--- src/include/lmx_config.svh ---
// Memory, MMIO, read credit and ID configuration macros for the memory exerciser
`ifndef LMX_CONFIG_SVH
`define LMX_CONFIG_SVH

// Local memory word address width
`define LMX_MEM_ADDR_W 16

// MMIO register index width for eight 64-bit registers
`define LMX_MMIO_ADDR_W 3

// Reads allowed in flight on the local memory port
`define LMX_MAX_RD_OUTSTANDING 8

// Value of the ID register
`define LMX_ID_VALUE 64'h4C4D_5845_5243_0001

`endif

--- src/hdl/lmx_pkg.sv ---
// Shared vector types, bus structs, run configuration and control FSM state
`include "lmx_config.svh"

package lmx_pkg;

    // ==================================================
    // Vector types
    // ==================================================
    typedef logic [`LMX_MEM_ADDR_W-1:0]  t_mem_addr;
    typedef logic [63:0]                 t_mem_data;
    typedef logic [`LMX_MMIO_ADDR_W-1:0] t_mmio_addr;
    // One extra bit so a full bank fits
    typedef logic [`LMX_MEM_ADDR_W:0]    t_word_count;

    // ==================================================
    // Local memory Avalon-MM master side
    // ==================================================
    typedef struct packed {
        t_mem_addr address;
        logic      read;
        logic      write;
        t_mem_data writedata;
    } t_mem_req;

    typedef struct packed {
        logic      waitrequest;
        logic      readdatavalid;
        t_mem_data readdata;
    } t_mem_rsp;

    // ==================================================
    // MMIO slave side
    // ==================================================
    typedef struct packed {
        t_mmio_addr address;
        logic       read;
        logic       write;
        t_mem_data  writedata;
    } t_mmio_req;

    typedef struct packed {
        logic      readdatavalid;
        t_mem_data readdata;
    } t_mmio_rsp;

    // Run setup handed to the datapath
    // mode is 1 for read-only
    typedef struct packed {
        t_mem_addr   base;
        t_word_count count;
        logic        mode;
    } t_run_cfg;

    typedef enum logic [1:0] {
        IDLE,
        WRITE,
        READ,
        DONE
    } t_ctl_state;

endpackage

--- src/hdl/lmx_pattern_gen.sv ---
// Galois LFSR data pattern generator, one 64-bit word per step
`timescale 1ns/1ps

module lmx_pattern_gen
(
    input  logic               clk,
    input  logic               rst,
    input  logic               load,
    input  lmx_pkg::t_mem_data seed,
    input  logic               advance,
    output lmx_pkg::t_mem_data word
);

    // x^64 + x^63 + x^61 + x^60 + 1, right shifting form
    // Exponent k maps to mask bit k-1
    localparam lmx_pkg::t_mem_data TAPS = 64'hD800_0000_0000_0000;

    lmx_pkg::t_mem_data state;
    lmx_pkg::t_mem_data next_state;

    // Feedback from the bit shifted out
    always_comb
    begin
        next_state = state >> 1;
        if (state[0])
        begin
            next_state = next_state ^ TAPS;
        end
    end

    // Load wins over advance
    // An all-zero seed stays at zero
    always_ff @(posedge clk)
    begin
        if (rst)
        begin
            state <= '0;
        end
        else if (load)
        begin
            state <= seed;
        end
        else if (advance)
        begin
            state <= next_state;
        end
    end

    // Current state is the word for the current index
    assign word = state;

endmodule

--- src/hdl/lmx_mem_engine.sv ---
// Avalon-MM master issuing the write phase and the credit limited read phase
`timescale 1ns/1ps
`include "lmx_config.svh"

module lmx_mem_engine
(
    input  logic               clk,
    input  logic               rst,
    input  lmx_pkg::t_run_cfg  cfg,
    input  logic               wr_start,
    input  logic               rd_start,
    input  lmx_pkg::t_mem_data wr_data,
    input  lmx_pkg::t_mem_rsp  mem_rsp,
    output lmx_pkg::t_mem_req  mem_req,
    output logic               wr_advance,
    output logic               wr_done
);

    localparam int MAX_RD = `LMX_MAX_RD_OUTSTANDING;
    localparam int CRED_W = $clog2(MAX_RD + 1);

    logic                 wr_act;
    logic                 rd_act;
    lmx_pkg::t_mem_addr   addr_q;
    lmx_pkg::t_word_count idx_q;
    logic [CRED_W-1:0]    credits;
    logic                 rd_ok;
    logic                 wr_acc;
    logic                 rd_acc;
    logic                 last;

    // Reads held back once the credit limit is reached
    assign rd_ok = (credits != CRED_W'(MAX_RD));

    // ==================================================
    // Request
    // ==================================================
    // Inputs to the request are stable while waitrequest is high
    always_comb
    begin
        mem_req.address   = addr_q;
        mem_req.write     = wr_act;
        mem_req.read      = rd_act && rd_ok;
        mem_req.writedata = wr_data;
    end

    assign wr_acc = mem_req.write && !mem_rsp.waitrequest;
    assign rd_acc = mem_req.read && !mem_rsp.waitrequest;
    assign last   = (idx_q == cfg.count - 1'b1);

    // Each accepted write consumes one pattern word
    assign wr_advance = wr_acc;
    assign wr_done    = wr_acc && last;

    // ==================================================
    // Phase and address tracking
    // ==================================================
    always_ff @(posedge clk)
    begin
        if (rst)
        begin
            wr_act <= 1'b0;
            rd_act <= 1'b0;
            addr_q <= '0;
            idx_q  <= '0;
        end
        else if (wr_start || rd_start)
        begin
            // Both phases walk from base
            wr_act <= wr_start;
            rd_act <= rd_start;
            addr_q <= cfg.base;
            idx_q  <= '0;
        end
        else if (wr_acc || rd_acc)
        begin
            addr_q <= addr_q + 1'b1;
            idx_q  <= idx_q + 1'b1;
            if (last)
            begin
                wr_act <= 1'b0;
                rd_act <= 1'b0;
            end
        end
    end

    // Read credits
    // Up on accepted read, down on returned data
    always_ff @(posedge clk)
    begin
        if (rst)
        begin
            credits <= '0;
        end
        else
        begin
            case ({rd_acc, mem_rsp.readdatavalid})
                2'b10:   credits <= credits + 1'b1;
                2'b01:   credits <= credits - 1'b1;
                default: credits <= credits;
            endcase
        end
    end

endmodule

--- src/hdl/lmx_checker.sv ---
// Read data checker with error count, first failing address and phase end
`timescale 1ns/1ps

module lmx_checker
(
    input  logic                 clk,
    input  logic                 rst,
    input  lmx_pkg::t_run_cfg    cfg,
    input  logic                 rd_start,
    input  lmx_pkg::t_mem_rsp    mem_rsp,
    input  lmx_pkg::t_mem_data   expected,
    output logic                 rd_advance,
    output logic                 rd_done,
    output lmx_pkg::t_word_count err_count,
    output lmx_pkg::t_mem_addr   first_err_addr
);

    logic                 active;
    lmx_pkg::t_word_count idx_q;
    logic                 take;
    logic                 mismatch;

    // Every response is consumed on arrival
    assign take     = active && mem_rsp.readdatavalid;
    assign mismatch = take && (mem_rsp.readdata != expected);

    assign rd_advance = take;
    assign rd_done    = take && (idx_q == cfg.count - 1'b1);

    always_ff @(posedge clk)
    begin
        if (rst)
        begin
            active         <= 1'b0;
            idx_q          <= '0;
            err_count      <= '0;
            first_err_addr <= '0;
        end
        else if (rd_start)
        begin
            // Fresh read phase
            active         <= 1'b1;
            idx_q          <= '0;
            err_count      <= '0;
            first_err_addr <= '0;
        end
        else if (take)
        begin
            idx_q <= idx_q + 1'b1;
            if (mismatch)
            begin
                err_count <= err_count + 1'b1;
                // Only the first failure keeps its address
                if (err_count == '0)
                begin
                    first_err_addr <= cfg.base + lmx_pkg::t_mem_addr'(idx_q);
                end
            end
            if (rd_done)
            begin
                active <= 1'b0;
            end
        end
    end

endmodule

--- src/hdl/lmx_ctl.sv ---
// MMIO register file and run sequencer FSM of the memory exerciser
`timescale 1ns/1ps
`include "lmx_config.svh"

module lmx_ctl
(
    input  logic                clk,
    input  logic                rst,
    input  lmx_pkg::t_mmio_req  mmio_req,
    input  logic                wr_done,
    input  logic                rd_done,
    input  lmx_pkg::t_word_count err_count,
    input  lmx_pkg::t_mem_addr  first_err_addr,
    output lmx_pkg::t_mmio_rsp  mmio_rsp,
    output lmx_pkg::t_run_cfg   cfg,
    output lmx_pkg::t_mem_data  seed,
    output logic                wr_start,
    output logic                rd_start,
    output logic                load_seed
);

    // Register word indices
    localparam lmx_pkg::t_mmio_addr REG_ID        = lmx_pkg::t_mmio_addr'(0);
    localparam lmx_pkg::t_mmio_addr REG_CTRL      = lmx_pkg::t_mmio_addr'(1);
    localparam lmx_pkg::t_mmio_addr REG_BASE      = lmx_pkg::t_mmio_addr'(2);
    localparam lmx_pkg::t_mmio_addr REG_COUNT     = lmx_pkg::t_mmio_addr'(3);
    localparam lmx_pkg::t_mmio_addr REG_SEED      = lmx_pkg::t_mmio_addr'(4);
    localparam lmx_pkg::t_mmio_addr REG_STATUS    = lmx_pkg::t_mmio_addr'(5);
    localparam lmx_pkg::t_mmio_addr REG_ERR_COUNT = lmx_pkg::t_mmio_addr'(6);
    localparam lmx_pkg::t_mmio_addr REG_FIRST_ERR = lmx_pkg::t_mmio_addr'(7);

    lmx_pkg::t_ctl_state state;
    lmx_pkg::t_mem_addr  base_q;
    lmx_pkg::t_word_count count_q;
    lmx_pkg::t_mem_data  seed_q;
    logic                mode_q;
    logic                busy;
    logic                done;
    logic                res_vis;
    logic                start_fire;
    lmx_pkg::t_mem_data  rd_data;

    assign busy = (state == lmx_pkg::WRITE) || (state == lmx_pkg::READ);
    assign done = (state == lmx_pkg::DONE);

    // Checker results belong to this run only once its read phase has begun
    assign res_vis = done || ((state == lmx_pkg::READ) && !rd_start);

    // Start bit on a CTRL write, dropped while a run is active
    assign start_fire = mmio_req.write && (mmio_req.address == REG_CTRL) &&
                        mmio_req.writedata[0] && !busy;

    assign cfg.base  = base_q;
    assign cfg.count = count_q;
    assign cfg.mode  = mode_q;
    assign seed      = seed_q;

    // ==================================================
    // Register writes and sequencer
    // ==================================================
    always_ff @(posedge clk)
    begin
        if (rst)
        begin
            state     <= lmx_pkg::IDLE;
            base_q    <= '0;
            count_q   <= '0;
            seed_q    <= '0;
            mode_q    <= 1'b0;
            wr_start  <= 1'b0;
            rd_start  <= 1'b0;
            load_seed <= 1'b0;
        end
        else
        begin
            // Start pulses last a single cycle
            wr_start  <= 1'b0;
            rd_start  <= 1'b0;
            load_seed <= 1'b0;

            // Setup registers hold steady for the run in progress
            if (mmio_req.write && !busy)
            begin
                case (mmio_req.address)
                    REG_CTRL:  mode_q  <= mmio_req.writedata[1];
                    REG_BASE:  base_q  <= lmx_pkg::t_mem_addr'(mmio_req.writedata);
                    REG_COUNT: count_q <= lmx_pkg::t_word_count'(mmio_req.writedata);
                    REG_SEED:  seed_q  <= mmio_req.writedata;
                    default:   ;
                endcase
            end

            case (state)
                lmx_pkg::IDLE,
                lmx_pkg::DONE:
                begin
                    if (start_fire)
                    begin
                        load_seed <= 1'b1;
                        if (mmio_req.writedata[1])
                        begin
                            // Read-only skips the write phase
                            state    <= lmx_pkg::READ;
                            rd_start <= 1'b1;
                        end
                        else
                        begin
                            state    <= lmx_pkg::WRITE;
                            wr_start <= 1'b1;
                        end
                    end
                end
                lmx_pkg::WRITE:
                begin
                    if (wr_done)
                    begin
                        state    <= lmx_pkg::READ;
                        rd_start <= 1'b1;
                    end
                end
                lmx_pkg::READ:
                begin
                    if (rd_done)
                    begin
                        state <= lmx_pkg::DONE;
                    end
                end
                default: state <= lmx_pkg::IDLE;
            endcase
        end
    end

    // ==================================================
    // Register reads
    // ==================================================
    always_comb
    begin
        rd_data = '0;
        case (mmio_req.address)
            REG_ID:        rd_data = `LMX_ID_VALUE;
            REG_CTRL:      rd_data = {62'b0, mode_q, 1'b0};
            REG_BASE:      rd_data = 64'(base_q);
            REG_COUNT:     rd_data = 64'(count_q);
            REG_SEED:      rd_data = seed_q;
            REG_STATUS:    rd_data = {61'b0, res_vis && (err_count != '0), done, busy};
            REG_ERR_COUNT: rd_data = res_vis ? 64'(err_count) : '0;
            REG_FIRST_ERR: rd_data = res_vis ? 64'(first_err_addr) : '0;
            default:       rd_data = '0;
        endcase
    end

    // Response valid one cycle after the read
    always_ff @(posedge clk)
    begin
        if (rst)
        begin
            mmio_rsp.readdatavalid <= 1'b0;
        end
        else
        begin
            mmio_rsp.readdatavalid <= mmio_req.read;
        end
    end

    always_ff @(posedge clk)
    begin
        mmio_rsp.readdata <= rd_data;
    end

endmodule

--- src/hdl/lmx_top.sv ---
// Memory exerciser top level with control, engine, checker and pattern generators
`timescale 1ns/1ps

module lmx_top
(
    input  logic               clk,
    input  logic               rst,
    input  lmx_pkg::t_mmio_req mmio_req,
    input  lmx_pkg::t_mem_rsp  mem_rsp,
    output lmx_pkg::t_mmio_rsp mmio_rsp,
    output lmx_pkg::t_mem_req  mem_req
);

    lmx_pkg::t_run_cfg    cfg;
    lmx_pkg::t_mem_data   seed;
    lmx_pkg::t_mem_data   wr_word;
    lmx_pkg::t_mem_data   chk_word;
    lmx_pkg::t_word_count err_count;
    lmx_pkg::t_mem_addr   first_err_addr;
    logic                 wr_start;
    logic                 rd_start;
    logic                 load_seed;
    logic                 wr_advance;
    logic                 rd_advance;
    logic                 wr_done;
    logic                 rd_done;

    // ==================================================
    // Registers and sequencer
    // ==================================================
    lmx_ctl ctl_i
    (
        .clk            (clk),
        .rst            (rst),
        .mmio_req       (mmio_req),
        .wr_done        (wr_done),
        .rd_done        (rd_done),
        .err_count      (err_count),
        .first_err_addr (first_err_addr),
        .mmio_rsp       (mmio_rsp),
        .cfg            (cfg),
        .seed           (seed),
        .wr_start       (wr_start),
        .rd_start       (rd_start),
        .load_seed      (load_seed)
    );

    // ==================================================
    // Datapath
    // ==================================================
    // Write side pattern steps on accepted writes
    lmx_pattern_gen wr_pat_i
    (
        .clk     (clk),
        .rst     (rst),
        .load    (load_seed),
        .seed    (seed),
        .advance (wr_advance),
        .word    (wr_word)
    );

    // Check side pattern steps on consumed responses
    lmx_pattern_gen chk_pat_i
    (
        .clk     (clk),
        .rst     (rst),
        .load    (load_seed),
        .seed    (seed),
        .advance (rd_advance),
        .word    (chk_word)
    );

    lmx_mem_engine engine_i
    (
        .clk        (clk),
        .rst        (rst),
        .cfg        (cfg),
        .wr_start   (wr_start),
        .rd_start   (rd_start),
        .wr_data    (wr_word),
        .mem_rsp    (mem_rsp),
        .mem_req    (mem_req),
        .wr_advance (wr_advance),
        .wr_done    (wr_done)
    );

    lmx_checker checker_i
    (
        .clk            (clk),
        .rst            (rst),
        .cfg            (cfg),
        .rd_start       (rd_start),
        .mem_rsp        (mem_rsp),
        .expected       (chk_word),
        .rd_advance     (rd_advance),
        .rd_done        (rd_done),
        .err_count      (err_count),
        .first_err_addr (first_err_addr)
    );

endmodule

--- config.mk ---
export PLATFORM = sky130hd
export DESIGN_NAME = lmx_top
export DESIGN_NICKNAME = d
export VERILOG_FILES = /design/src/hdl/lmx_pkg.sv /design/src/hdl/lmx_pattern_gen.sv /design/src/hdl/lmx_mem_engine.sv /design/src/hdl/lmx_checker.sv /design/src/hdl/lmx_ctl.sv /design/src/hdl/lmx_top.sv
export VERILOG_INCLUDE_DIRS = /design/src /design/src/include
export SDC_FILE = /design/constraint.sdc
export NUM_CORES = 1
export LEC_CHECK = 0
export BUFFER_PORTS_ARGS = -buffer_cell sky130_fd_sc_hd__buf_2
export CAP_MARGIN = 20
export CORE_MARGIN = 5
export CORE_UTILIZATION = 57
export DETAILED_ROUTE_END_ITERATION = 16
export HOLD_SLACK_MARGIN = 0.06
export PLACE_DENSITY = 0.82
export SYNTH_ARGS = -nofsm -noshare
export SYNTH_HDL_FRONTEND = slang
export SYNTH_SLANG_ARGS = --single-unit
--- constraint.sdc ---
create_clock -name clk -period 3.8 [get_ports clk]
set_input_delay 0 -clock clk [delete_from_list [all_inputs] [get_ports clk]]
set_output_delay 0 -clock clk [all_outputs]
set_load 0.02 [all_outputs]
==> flow_summary_export.csv, run 1 <==
group,metric,value,unit
critical_path,cp.arrival,3.63,ns
cts,postCtsSetupBuffers,0,
placed_design,hpwl,41.70,mm
min_path,hold_depth,2,
grt,grt_overflow,0,
detailed_routing,drt-initial-drc-count,2066,
logic_synthesis,yosysTopAreaCell,"dfxtp_1",
logic_synthesis,yosysWarnings,0,
logic_synthesis,synth_edf_count,0,
die,io_pins,284,
critical_path,r2r-end,"ctl_i.state[1]",
die,die_w,185.3,µm
final_layout,finalNetCount,2596,
grt,grt_pass1_vias,17020,
detailed_routing,routed_via_density,6.054,
logic_synthesis,synth_area_leaders,"dfxtp_1, nand2_1, xnor2_1, a31oi_1, a21oi_1",
flow_run,cap_violations,0,
detailed_routing,wl_per_cell,21.21,µm
cts,clock_sinks,386,
min_path,min_from,"mmio_req[66]",
final_layout,layout.cells.most_common_list,"nand2_1, dfxtp_1, buf_2, a21oi_1",
grt,track_usage,0.3484,
critical_path,critical_path_class,"reg2reg",
logic_synthesis,syn-cell-area,17510,µm²
detailed_routing,drt_pass1_iterations,6,
timing,period_share,0.8401,
critical_path,worst_r2r_path_depth,10,
critical_path,crit_fanout,8,
final_layout,layout_commonest_cell,"nand2_1",
logic_synthesis,ys_ff_latch,386,
cts,cts_buffer_depth,3,
logic_synthesis,ys_types,63,
final_layout,final_layout_size_suffix_gt1_frac,0.1604,
logic_synthesis,async_reset_ff_frac,0,
cts,htreeDepth,2,
critical_path,critPathLaunchType,"flop",
placed_design,port_buffers,283,
pwr,peakVddDrop,0.3865,mV
critical_path,worstSetupEndpointType,"flop",
pwr,p_per_area,438.1,nW/µm²
detailed_routing,post-route-drc-count,0,
logic_synthesis,synth_fp_nets,2293,
die,die_y,185.3,µm
die,dieArea,34320,µm²
detailed_routing,postRouteAntennaNets,0,
timing,slew_violations,0,
critical_path,rr_startpoint,"ctl_i.count_q[0]",
logic_synthesis,yosysSeqAreaShare,0.4414,
logic_synthesis,syn_avg_cell_area,8.231,µm²
logic_synthesis,yosysTopAreaCellShare,0.4414,
logic_synthesis,postSynthCellCount,2127,
timing,finClkSkew,0.02605,ns
critical_path,cp_data_required_time,4.24,ns
timing,fin_tns_setup,0,ns
cts,cts-root-buf,"clkbuf_16",
die,core_area,30430,µm²
cts,clock_latency,0.55,ns
timing,timing.fmax,0.3132,GHz
cts,cts_hold_buf,102,
die,initial_core_util,0.5754,
detailed_routing,vias,17360,
grt,grt_pass1_wl,94.78,mm
timing,rsz0062_at_grt,"false",
min_path,hold_end,"ctl_i.mmio_rsp[1]",
die,rows,64,
pwr,p_leak,8.544,nW
timing,holdWs,0.1357,ns
timing,worst_slew_pin_slew,1.057,ns
cts,cts_resized,0,
timing,fin_crit,3.192,ns
timing,slew_headroom,0.2940,
timing,setup_viol,0,
final_layout,num-fill-cells,2233,
cts,cts_tree,"built",
critical_path,ff2ff_setup_slack,0.61,ns
grt,grt_antenna_before_repair,18,
logic_synthesis,ys.flop_type,"dfxtp_1",
final_layout,area_delta_synth_final,22.59,%
min_path,hold_class,"in2reg",
timing,hold_viol,0,
detailed_routing,postRouteWirelength,60.83,mm
cts,cts_buffers,40,
cts,clk_pin_slew,0.06,ns
outcome,status,"complete, no violations",
grt,grt_max_degree,115,
placed_design,routabilityCongestion,0.9844,
-- where the power goes --
part / switching, W / internal [W] / leakage, nW
Sequential: 0.000111 / 0.00415 / 3.12
Clock: 0.00170 / 0.00234 / 0.669
Combinational: 0.000650 / 0.000453 / 4.76
Total: 0.00246 / 0.00694 / 8.54
-- critical path, stage by stage, from the launching register on --
cell,delay [ns]
dfxtp_1,0.39
inv_1,0.10
ha_1,0.29
or4b_4,0.58
nor4_1,0.49
xor2_1,0.22
xnor2_1,0.13
o2111ai_1,0.20
o41ai_4,0.34
a21oi_1,0.11
a311oi_1,0.24
-- registers in the layout, summed over array words and instances (netlist names), 17 cells and up --
signal,cells
ctl_i.mmio_rsp,65
wr_pat_i.word,64
chk_pat_i.word,64
ctl_i.seed,64
checker_i.err_count,17
checker_i.idx_q,17
ctl_i.count_q,17
engine_i.idx_q,17
-- cells in the mapped netlist, types with 3 or more instances --
| cell type | count |
|---|---|
| nand2_1 | 507 |
| dfxtp_1 | 386 |
| a21oi_1 | 155 |
| a31oi_1 | 126 |
| xnor2_1 | 126 |
| clkbuf_1 | 120 |
| nor2_1 | 119 |
| xor2_1 | 57 |
| inv_1 | 49 |
| and3_1 | 44 |
| o21bai_1 | 44 |
| nand4_1 | 41 |
| mux2i_1 | 30 |
| ha_1 | 27 |
| a21o_1 | 26 |
| a211oi_1 | 25 |
| nand3_1 | 24 |
| nor3_1 | 20 |
| o21ai_0 | 20 |
| a22oi_1 | 19 |
| buf_1 | 19 |
| o221ai_1 | 15 |
| nor4_1 | 14 |
| or3_1 | 10 |
| and2_1 | 8 |
| nand2b_1 | 8 |
| nor2b_1 | 6 |
| nor3b_1 | 5 |
| nor4b_1 | 5 |
| o211ai_1 | 5 |
| o21a_1 | 5 |
| o31ai_1 | 5 |
| and4_1 | 4 |
| buf_6 | 4 |
| or2_2 | 4 |
| a311oi_1 | 3 |
| nand3b_1 | 3 |
| o22ai_1 | 3 |
| or4_1 | 3 |
| xnor3_1 | 3 |
-- cells by family (layout without fill, tap and decap cells) --
logic type / Yosys count / in the layout / synth area share
AND/OR/NAND/NOR: 832 / 832 / 0.2090
AO/OA/AOI/OAI: 465 / 465 / 0.1690
flip-flops: 386 / 386 / 0.4414
buffers and inverters: 197 / 532 / 0.04452
XOR/XNOR: 187 / 187 / 0.09676
multiplexers: 31 / 31 / 0.01779
adder cells (fa/ha/maj): 29 / 29 / 0.02158
other: 0 / 10 / 0
-- layout make-up --
cell class / instances / area, µm² / share of cell area
Clock inverter: 15 / 173.9 / 0.008103
Timing Repair Buffer: 408 / 2629 / 0.1225
Antenna cell: 10 / 25.02 / 0.001166
Multi-Input combinational cell: 1544 / 9029 / 0.4207
Inverter: 50 / 190.2 / 0.008861
Clock buffer: 59 / 1194 / 0.05561
Tap cell: 396 / 495.5 / 0.02308
Sequential cell: 386 / 7727 / 0.3600
-- stage by stage --
step	total power (W)	utilization	cells	area (µm²)	setup WS (ns)
after global placement	0.005328	0.6260	2682	19050	0.7538
after floorplan	0.004987	-	2127	17510	0.8302
after CTS	0.009376	0.7045	2858	21440	0.6263
after global routing	0.009681	0.7053	2867	21460	0.4579
final	0.009404	0.7053	2868	21460	0.6076
after detailed placement	0.005339	0.6260	2682	19050	0.6728
-- how the worst max path moves through the flow --
stage / startpoint / end / slack [ns] / cells after the start
global placement: ctl_i.count_q[0] / ctl_i.state[1] / 0.75 / 9
detailed placement: ctl_i.count_q[0] / ctl_i.state[1] / 0.67 / 9
global route: ctl_i.count_q[0] / ctl_i.state[1] / 0.46 / 10
floorplan: ctl_i.count_q[0] / ctl_i.state[0] / 0.83 / 11
CTS: ctl_i.count_q[0] / ctl_i.state[1] / 0.63 / 9
finish: ctl_i.count_q[0] / ctl_i.state[1] / 0.61 / 10
-- metal layers --
metal / share of wire / vias to the layer above / track usage
li1: - / 7915 / -
met1: 0.39 / 8171 / 0.4415
met2: 0.46 / 1064 / 0.5722
met3: 0.11 / 203 / 0.08936
met4: 0.043 / 10 / 0.1348
met5: 0.00095 / - / 0
Power figures use the tool's default switching activity.
==> run 2: changes to the inputs <==
Clock period 3.8 ns to 3.1 ns, I/O delays scaled along.
==> run 2 against run 1 <==
Via count down 0.89%. Sequential power up 22%. Clock power up 23%. Sequential cell count unchanged. Power up 23%. Critical path type unchanged. Largest power group unchanged.
==> flow_summary_export.csv, run 2 (same netlist as run 1, synthesis figures left out) <==
group,metric,value,unit
timing,slew_violations,0,
min_path,hold_depth,4,
grt,grt_antenna_before_repair,19,
critical_path,rr_startpoint,"ctl_i.count_q[1]",
critical_path,crit_path_max_incr_delay,0.55,ns
pwr,switching_share,0.2618,
critical_path,slowest_stage,"or4_4",
die,initial_core_util,0.5754,
critical_path,crit_start,"ctl_i.count_q[1]",
critical_path,critPathLaunchType,"flop",
placed_design,hpwl,42.26,mm
grt,grt_max_degree,147,
detailed_routing,vias,17210,
detailed_routing,drt_pass1_iterations,6,
pwr,peakVddDrop,0.5912,mV
outcome,status,"complete, no violations",
flow_run,cap_violations,0,
placed_design,dp.cells,2703,
detailed_routing,postRouteAntennaNets,0,
grt,grt_pass1_vias,16760,
critical_path,worstPathCellList,"inv_2 -> ha_4 -> or4b_4 -> nor4_4 -> xnor2_1 -> or4_4 -> o41ai_4 -> a21oi_1 -> a311oi_1",
placed_design,port_buffers,283,
cts,clock_latency,0.54,ns
final_layout,finalInstanceArea,21400,µm²
detailed_routing,postRouteWirelength,59.71,mm
pwr,power.internal,0.008536,W
timing,setup_viol,0,
die,die_y,185.3,µm
die,core_area,30430,µm²
timing,slew_headroom,0.2935,
pwr,p_per_area,540.4,nW/µm²
pwr,clkPwrFrac,0.430,
grt,grt_pass1_wl,92.52,mm
detailed_routing,routed_via_density,6.007,
cts,cts_buffer_depth,3,
timing,worst_slew_pin_slew,1.060,ns
final_layout,utilization,0.7032,
placed_design,routabilityCongestion,0.9675,
timing,hold_viol,0,
cts,cts_buffers,40,
pwr,seqPwrFrac,0.451,
cts,cts-root-buf,"clkbuf_16",
grt,grt_overflow,0,
detailed_routing,wl_per_cell,20.84,µm
timing,finalWorstSetupSlack,0.1274,ns
die,io_pins,284,
grt,track_usage,0.3366,
critical_path,path_buf_inv,1,
final_layout,layout.cells.most_common_list,"nand2_1, dfxtp_1, buf_2, a21oi_1",
critical_path,critical_path_class,"reg2reg",
pwr,p_leak,8.480,nW
final_layout,layout_commonest_cell,"nand2_1",
final_layout,stdcell_count,2865,
cts,cts_tree,"built",
placed_design,dpl_worst_slack,0.04666,ns
timing,period_share,0.9589,
pwr,pwr-share-comb,0.120,
cts,clock_sinks,386,
detailed_routing,drt-initial-drc-count,1924,
die,dieArea,34320,µm²
final_layout,largest_reg_flops,65,
final_layout,num-fill-cells,2300,
timing,timing.fmax,0.3364,GHz
min_path,min_from,"mem_rsp[64]",
die,die_w,185.3,µm
critical_path,cp_top_family,"simple AND/OR/NAND/NOR gates",
critical_path,worstSetupEndpointType,"flop",
critical_path,cp_data_required_time,3.55,ns
cts,clk_pin_slew,0.06,ns
final_layout,final_layout_size_suffix_gt1_frac,0.1743,
pwr,p_sw,0.003027,W
critical_path,cp_num_cells,9,
cts,htreeDepth,2,
die,rows,64,
final_layout,finalNetCount,2591,
critical_path,worst_r2r_path_depth,9,
timing,fin_crit,2.973,ns
timing,finClkSkew,0.009208,ns
min_path,hold_class,"in2reg",
critical_path,cp.arrival,3.42,ns
critical_path,crit_fanout,7,
timing,fin_tns_setup,0,ns
detailed_routing,post-route-drc-count,0,
final_layout,regMostFlops,"ctl_i.mmio_rsp",
final_layout,area_delta_synth_final,22.22,%
placed_design,dpl_cell_area,19220,µm²
## run 2: timing repair
action                                 CTS  global route
endpoints found under the hold margin  136             0
gates resized for setup                  0             6
setup endpoints to repair                0             2
hold buffers                            72             0
setup buffers                            0             4
## run 2: power groups by stage
stage	logic (W)	clock network, W	registers (W)
floorplan	0.000788	0	0.00532
global placement	0.00125	0	0.00531
detailed placement	0.00126	0	0.00531
CTS	0.00135	0.00499	0.00520
global route	0.00149	0.00521	0.00522
finish	0.00139	0.00497	0.00521
## run 2: layer usage
metal	global-route usage	vias up	share of wire
met3	0.08170	171	0.10
met1	0.4207	8190	0.38
li1	-	7914	-
met5	0	-	0.0012
met4	0.1268	10	0.038
met2	0.5644	924	0.47
## run 2: tightest hold or removal path, stage by stage
cell and delay (ns):
buf_2 0.14, ha_1 0.27, a21oi_1 0.09, nor2_1 0.07
## run 2: final timing paths
path                               to  slack, ns
setup reg to reg       ctl_i.state[1]       0.13
setup / recovery       ctl_i.state[1]       0.13
hold / removal    engine_i.credits[2]       0.08
hold reg to reg        ctl_i.seed[46]       0.46
## run 2: metrics by stage
step / hold slack (ns) / power, W
2_1_floorplan: 0.07806 / 0.006113
3_3_place_gp: 0.2175 / 0.006561
3_5_place_dp: 0.2380 / 0.006577
4_1_cts: 0.06345 / 0.01154
5_1_grt: 0.1226 / 0.01192
6_report: 0.07580 / 0.01156
## run 2: layout make-up
| cell class | instances | area, µm² | share of cell area |
|---|---|---|---|
| Tap cell | 396 | 495.5 | 0.02316 |
| Inverter | 50 | 190.2 | 0.008888 |
| Clock buffer | 54 | 1186 | 0.05543 |
| Clock inverter | 18 | 178.9 | 0.008362 |
| Multi-Input combinational cell | 1544 | 9055 | 0.4232 |
| Sequential cell | 386 | 7729 | 0.3612 |
| Timing Repair Buffer | 403 | 2529 | 0.1182 |
| Antenna cell | 14 | 35.03 | 0.001637 |
==> run 3: changes to the inputs <==
Settings changed: BUFFER_PORTS_ARGS -buffer_cell sky130_fd_sc_hd__buf_2 to not set, CORE_ASPECT_RATIO set to 1.25, CORE_UTILIZATION 57 to 60, DONT_BUFFER_PORTS set to 1, PLACE_DENSITY 0.82 to 0.78.
==> run 3 against run 2 <==
Via count decreased by 5.3%. Combinational power decreased by 8%. Critical path depth unchanged. Register-to-register slack about the same. Final cell count decreased by 9.0%. Fmax decreased by 0.18%. Die area decreased by 4.7%. Hold slack got worse by 0.0031 ns. Routed wire length increased by 2.0%. Critical endpoint unchanged.
==> flow_summary_export.csv, run 3 (same netlist as run 1, synthesis figures left out) <==
group,metric,value,unit
grt,grt_overflow,0,
die,core_area,29080,µm²
die,die_w,162.8,µm
critical_path,cp_data_required_time,3.48,ns
grt,grt_pass1_wl,92.34,mm
detailed_routing,post-route-drc-count,0,
die,rows,70,
critical_path,worstSetupEndpointType,"flop",
placed_design,routabilityCongestion,1.017,
detailed_routing,drt_pass1_iterations,6,
timing,setup_viol,0,
placed_design,port_buffers,0,
detailed_routing,drt-initial-drc-count,1519,
timing,period_share,0.9607,
critical_path,crit_fanout,7,
die,dieArea,32720,µm²
final_layout,final_layout_size_suffix_gt1_frac,0.06428,
critical_path,cp_top_family,"simple AND/OR/NAND/NOR gates",
detailed_routing,postRouteAntennaNets,0,
critical_path,crit_path_max_incr_delay,0.56,ns
pwr,peakVddDrop,0.5289,mV
cts,clock_sinks,386,
cts,htreeDepth,2,
final_layout,utilization,0.6971,
die,die_y,201.0,µm
final_layout,layout.cells.most_common_list,"nand2_1, dfxtp_1, a21oi_1, a31oi_1, xnor2_1",
cts,cts_buffer_depth,3,
critical_path,critPathLaunchType,"flop",
min_path,hold_class,"in2reg",
min_path,hold_depth,2,
critical_path,path_buf_inv,2,
final_layout,layout_commonest_cell,"nand2_1",
critical_path,worstPathCellList,"inv_2 -> ha_4 -> or4b_4 -> nor4_4 -> xnor2_1 -> or4_4 -> o41ai_4 -> buf_4 -> a311oi_2",
timing,slew_headroom,0.2672,
detailed_routing,postRouteWirelength,60.93,mm
timing,timing.fmax,0.3358,GHz
die,initial_core_util,0.6021,
detailed_routing,routed_via_density,6.249,
final_layout,finalInstanceArea,20270,µm²
critical_path,cp.arrival,3.36,ns
flow_run,cap_violations,0,
critical_path,worst_r2r_path_depth,9,
timing,finClkSkew,0.02023,ns
pwr,finalPower,0.01114,W
grt,grt_antenna_before_repair,6,
cts,clock_latency,0.55,ns
grt,grt_pass1_vias,15910,
detailed_routing,vias,16290,
timing,fin_crit,2.978,ns
cts,clk_pin_slew,0.06,ns
pwr,p_per_area,549.6,nW/µm²
cts,cts-root-buf,"clkbuf_16",
die,io_pins,284,
grt,track_usage,0.3583,
placed_design,dpl_cell_area,17840,µm²
outcome,status,"complete, no violations",
critical_path,cp_num_cells,9,
cts,cts_tree,"built",
critical_path,critical_path_class,"reg2reg",
timing,slew_violations,0,
timing,worst_slew_pin_slew,1.095,ns
final_layout,finalNetCount,2351,
cts,cts_buffers,39,
pwr,p_leak,7.369,nW
timing,rsz0062_at_grt,"false",
critical_path,slowest_stage,"or4_4",
final_layout,regMostFlops,"ctl_i.mmio_rsp",
timing,hold_viol,0,
grt,grt_max_degree,193,
final_layout,area_delta_synth_final,15.77,%
timing,fin_tns_setup,0,ns
detailed_routing,wl_per_cell,23.37,µm
final_layout,largest_reg_flops,65,
placed_design,hpwl,41.18,mm
-- run 3: changes by cell type in the layout (fill, tap and decap cells not counted), sizes merged --
| cell | before | now |
|---|---|---|
| inv | 52 | 49 |
| clkinv | 10 | 12 |
| clkinvlp | 4 | 1 |
| buf | 331 | 56 |
| dlygate4sd3 | 72 | 108 |
| clkbuf | 54 | 51 |
| diode | 14 | 2 |
-- run 3: layout make-up --
class | count | area (µm²)
Multi-Input combinational cell | 1544 | 9059
Fill cell | 2257 | 8808
Sequential cell | 386 | 7729
Timing Repair Buffer | 164 | 1582
Clock buffer | 51 | 1061
Tap cell | 396 | 495.5
Inverter | 50 | 190.2
Clock inverter | 14 | 148.9
Antenna cell | 2 | 5.005
-- run 3: stage by stage --
step | hold slack, ns | instances | worst slack [ns]
detailed placement | 0.08648 | 2426 | 0.05287
finish | 0.07275 | 2607 | 0.1219
global placement | 0.08432 | 2426 | 0.1302
global route | 0.08191 | 2605 | 0.01610
floorplan | 0.07806 | 2127 | 0.1302
CTS | 0.06043 | 2603 | 0.04019
-- run 3: routing by layer --
metal,vias to the layer above,part of all wire,GRT usage
met5,-,0.00048,0
met4,4,0.077,0.2316
met3,244,0.098,0.09427
met2,928,0.48,0.5942
met1,7700,0.35,0.4045
li1,7416,-,-
-- run 3: worst register-to-register path, stage by stage (launching register included) --
cell and delay [ns]:
dfxtp_2 0.35, inv_2 0.08, ha_4 0.16, or4b_4 0.55
nor4_4 0.34, xnor2_1 0.11, or4_4 0.56, o41ai_4 0.42
buf_4 0.18, a311oi_2 0.08
-- run 3: timing repair --
action	4_1_cts	5_1_grt
hold buffers	112	0
endpoints found under the setup margin	0	4
hold endpoints to repair	322	0
setup buffers	0	1
gates resized for setup	0	8
-- run 3: power breakdown --
group / internal (W) / total [W] / switching [W] / leakage (nW)
registers: 0.00509 / 0.00528 / 0.000189 / 3.12
clock network: 0.00258 / 0.00458 / 0.00200 / 0.596
logic: 0.000541 / 0.00128 / 0.000742 / 3.65
total: 0.00821 / 0.0111 / 0.00293 / 7.37
-- run 3: worst paths after layout --
path	slack [ns]	startpoint	end
worst max-delay path	0.12	ctl_i.count_q[1]	ctl_i.state[1]
worst max register to register	0.12	ctl_i.count_q[1]	ctl_i.state[1]
worst min register to register	0.46	ctl_i.seed[0]	ctl_i.seed[0]
worst min-delay path	0.07	rst	ctl_i.seed[26]
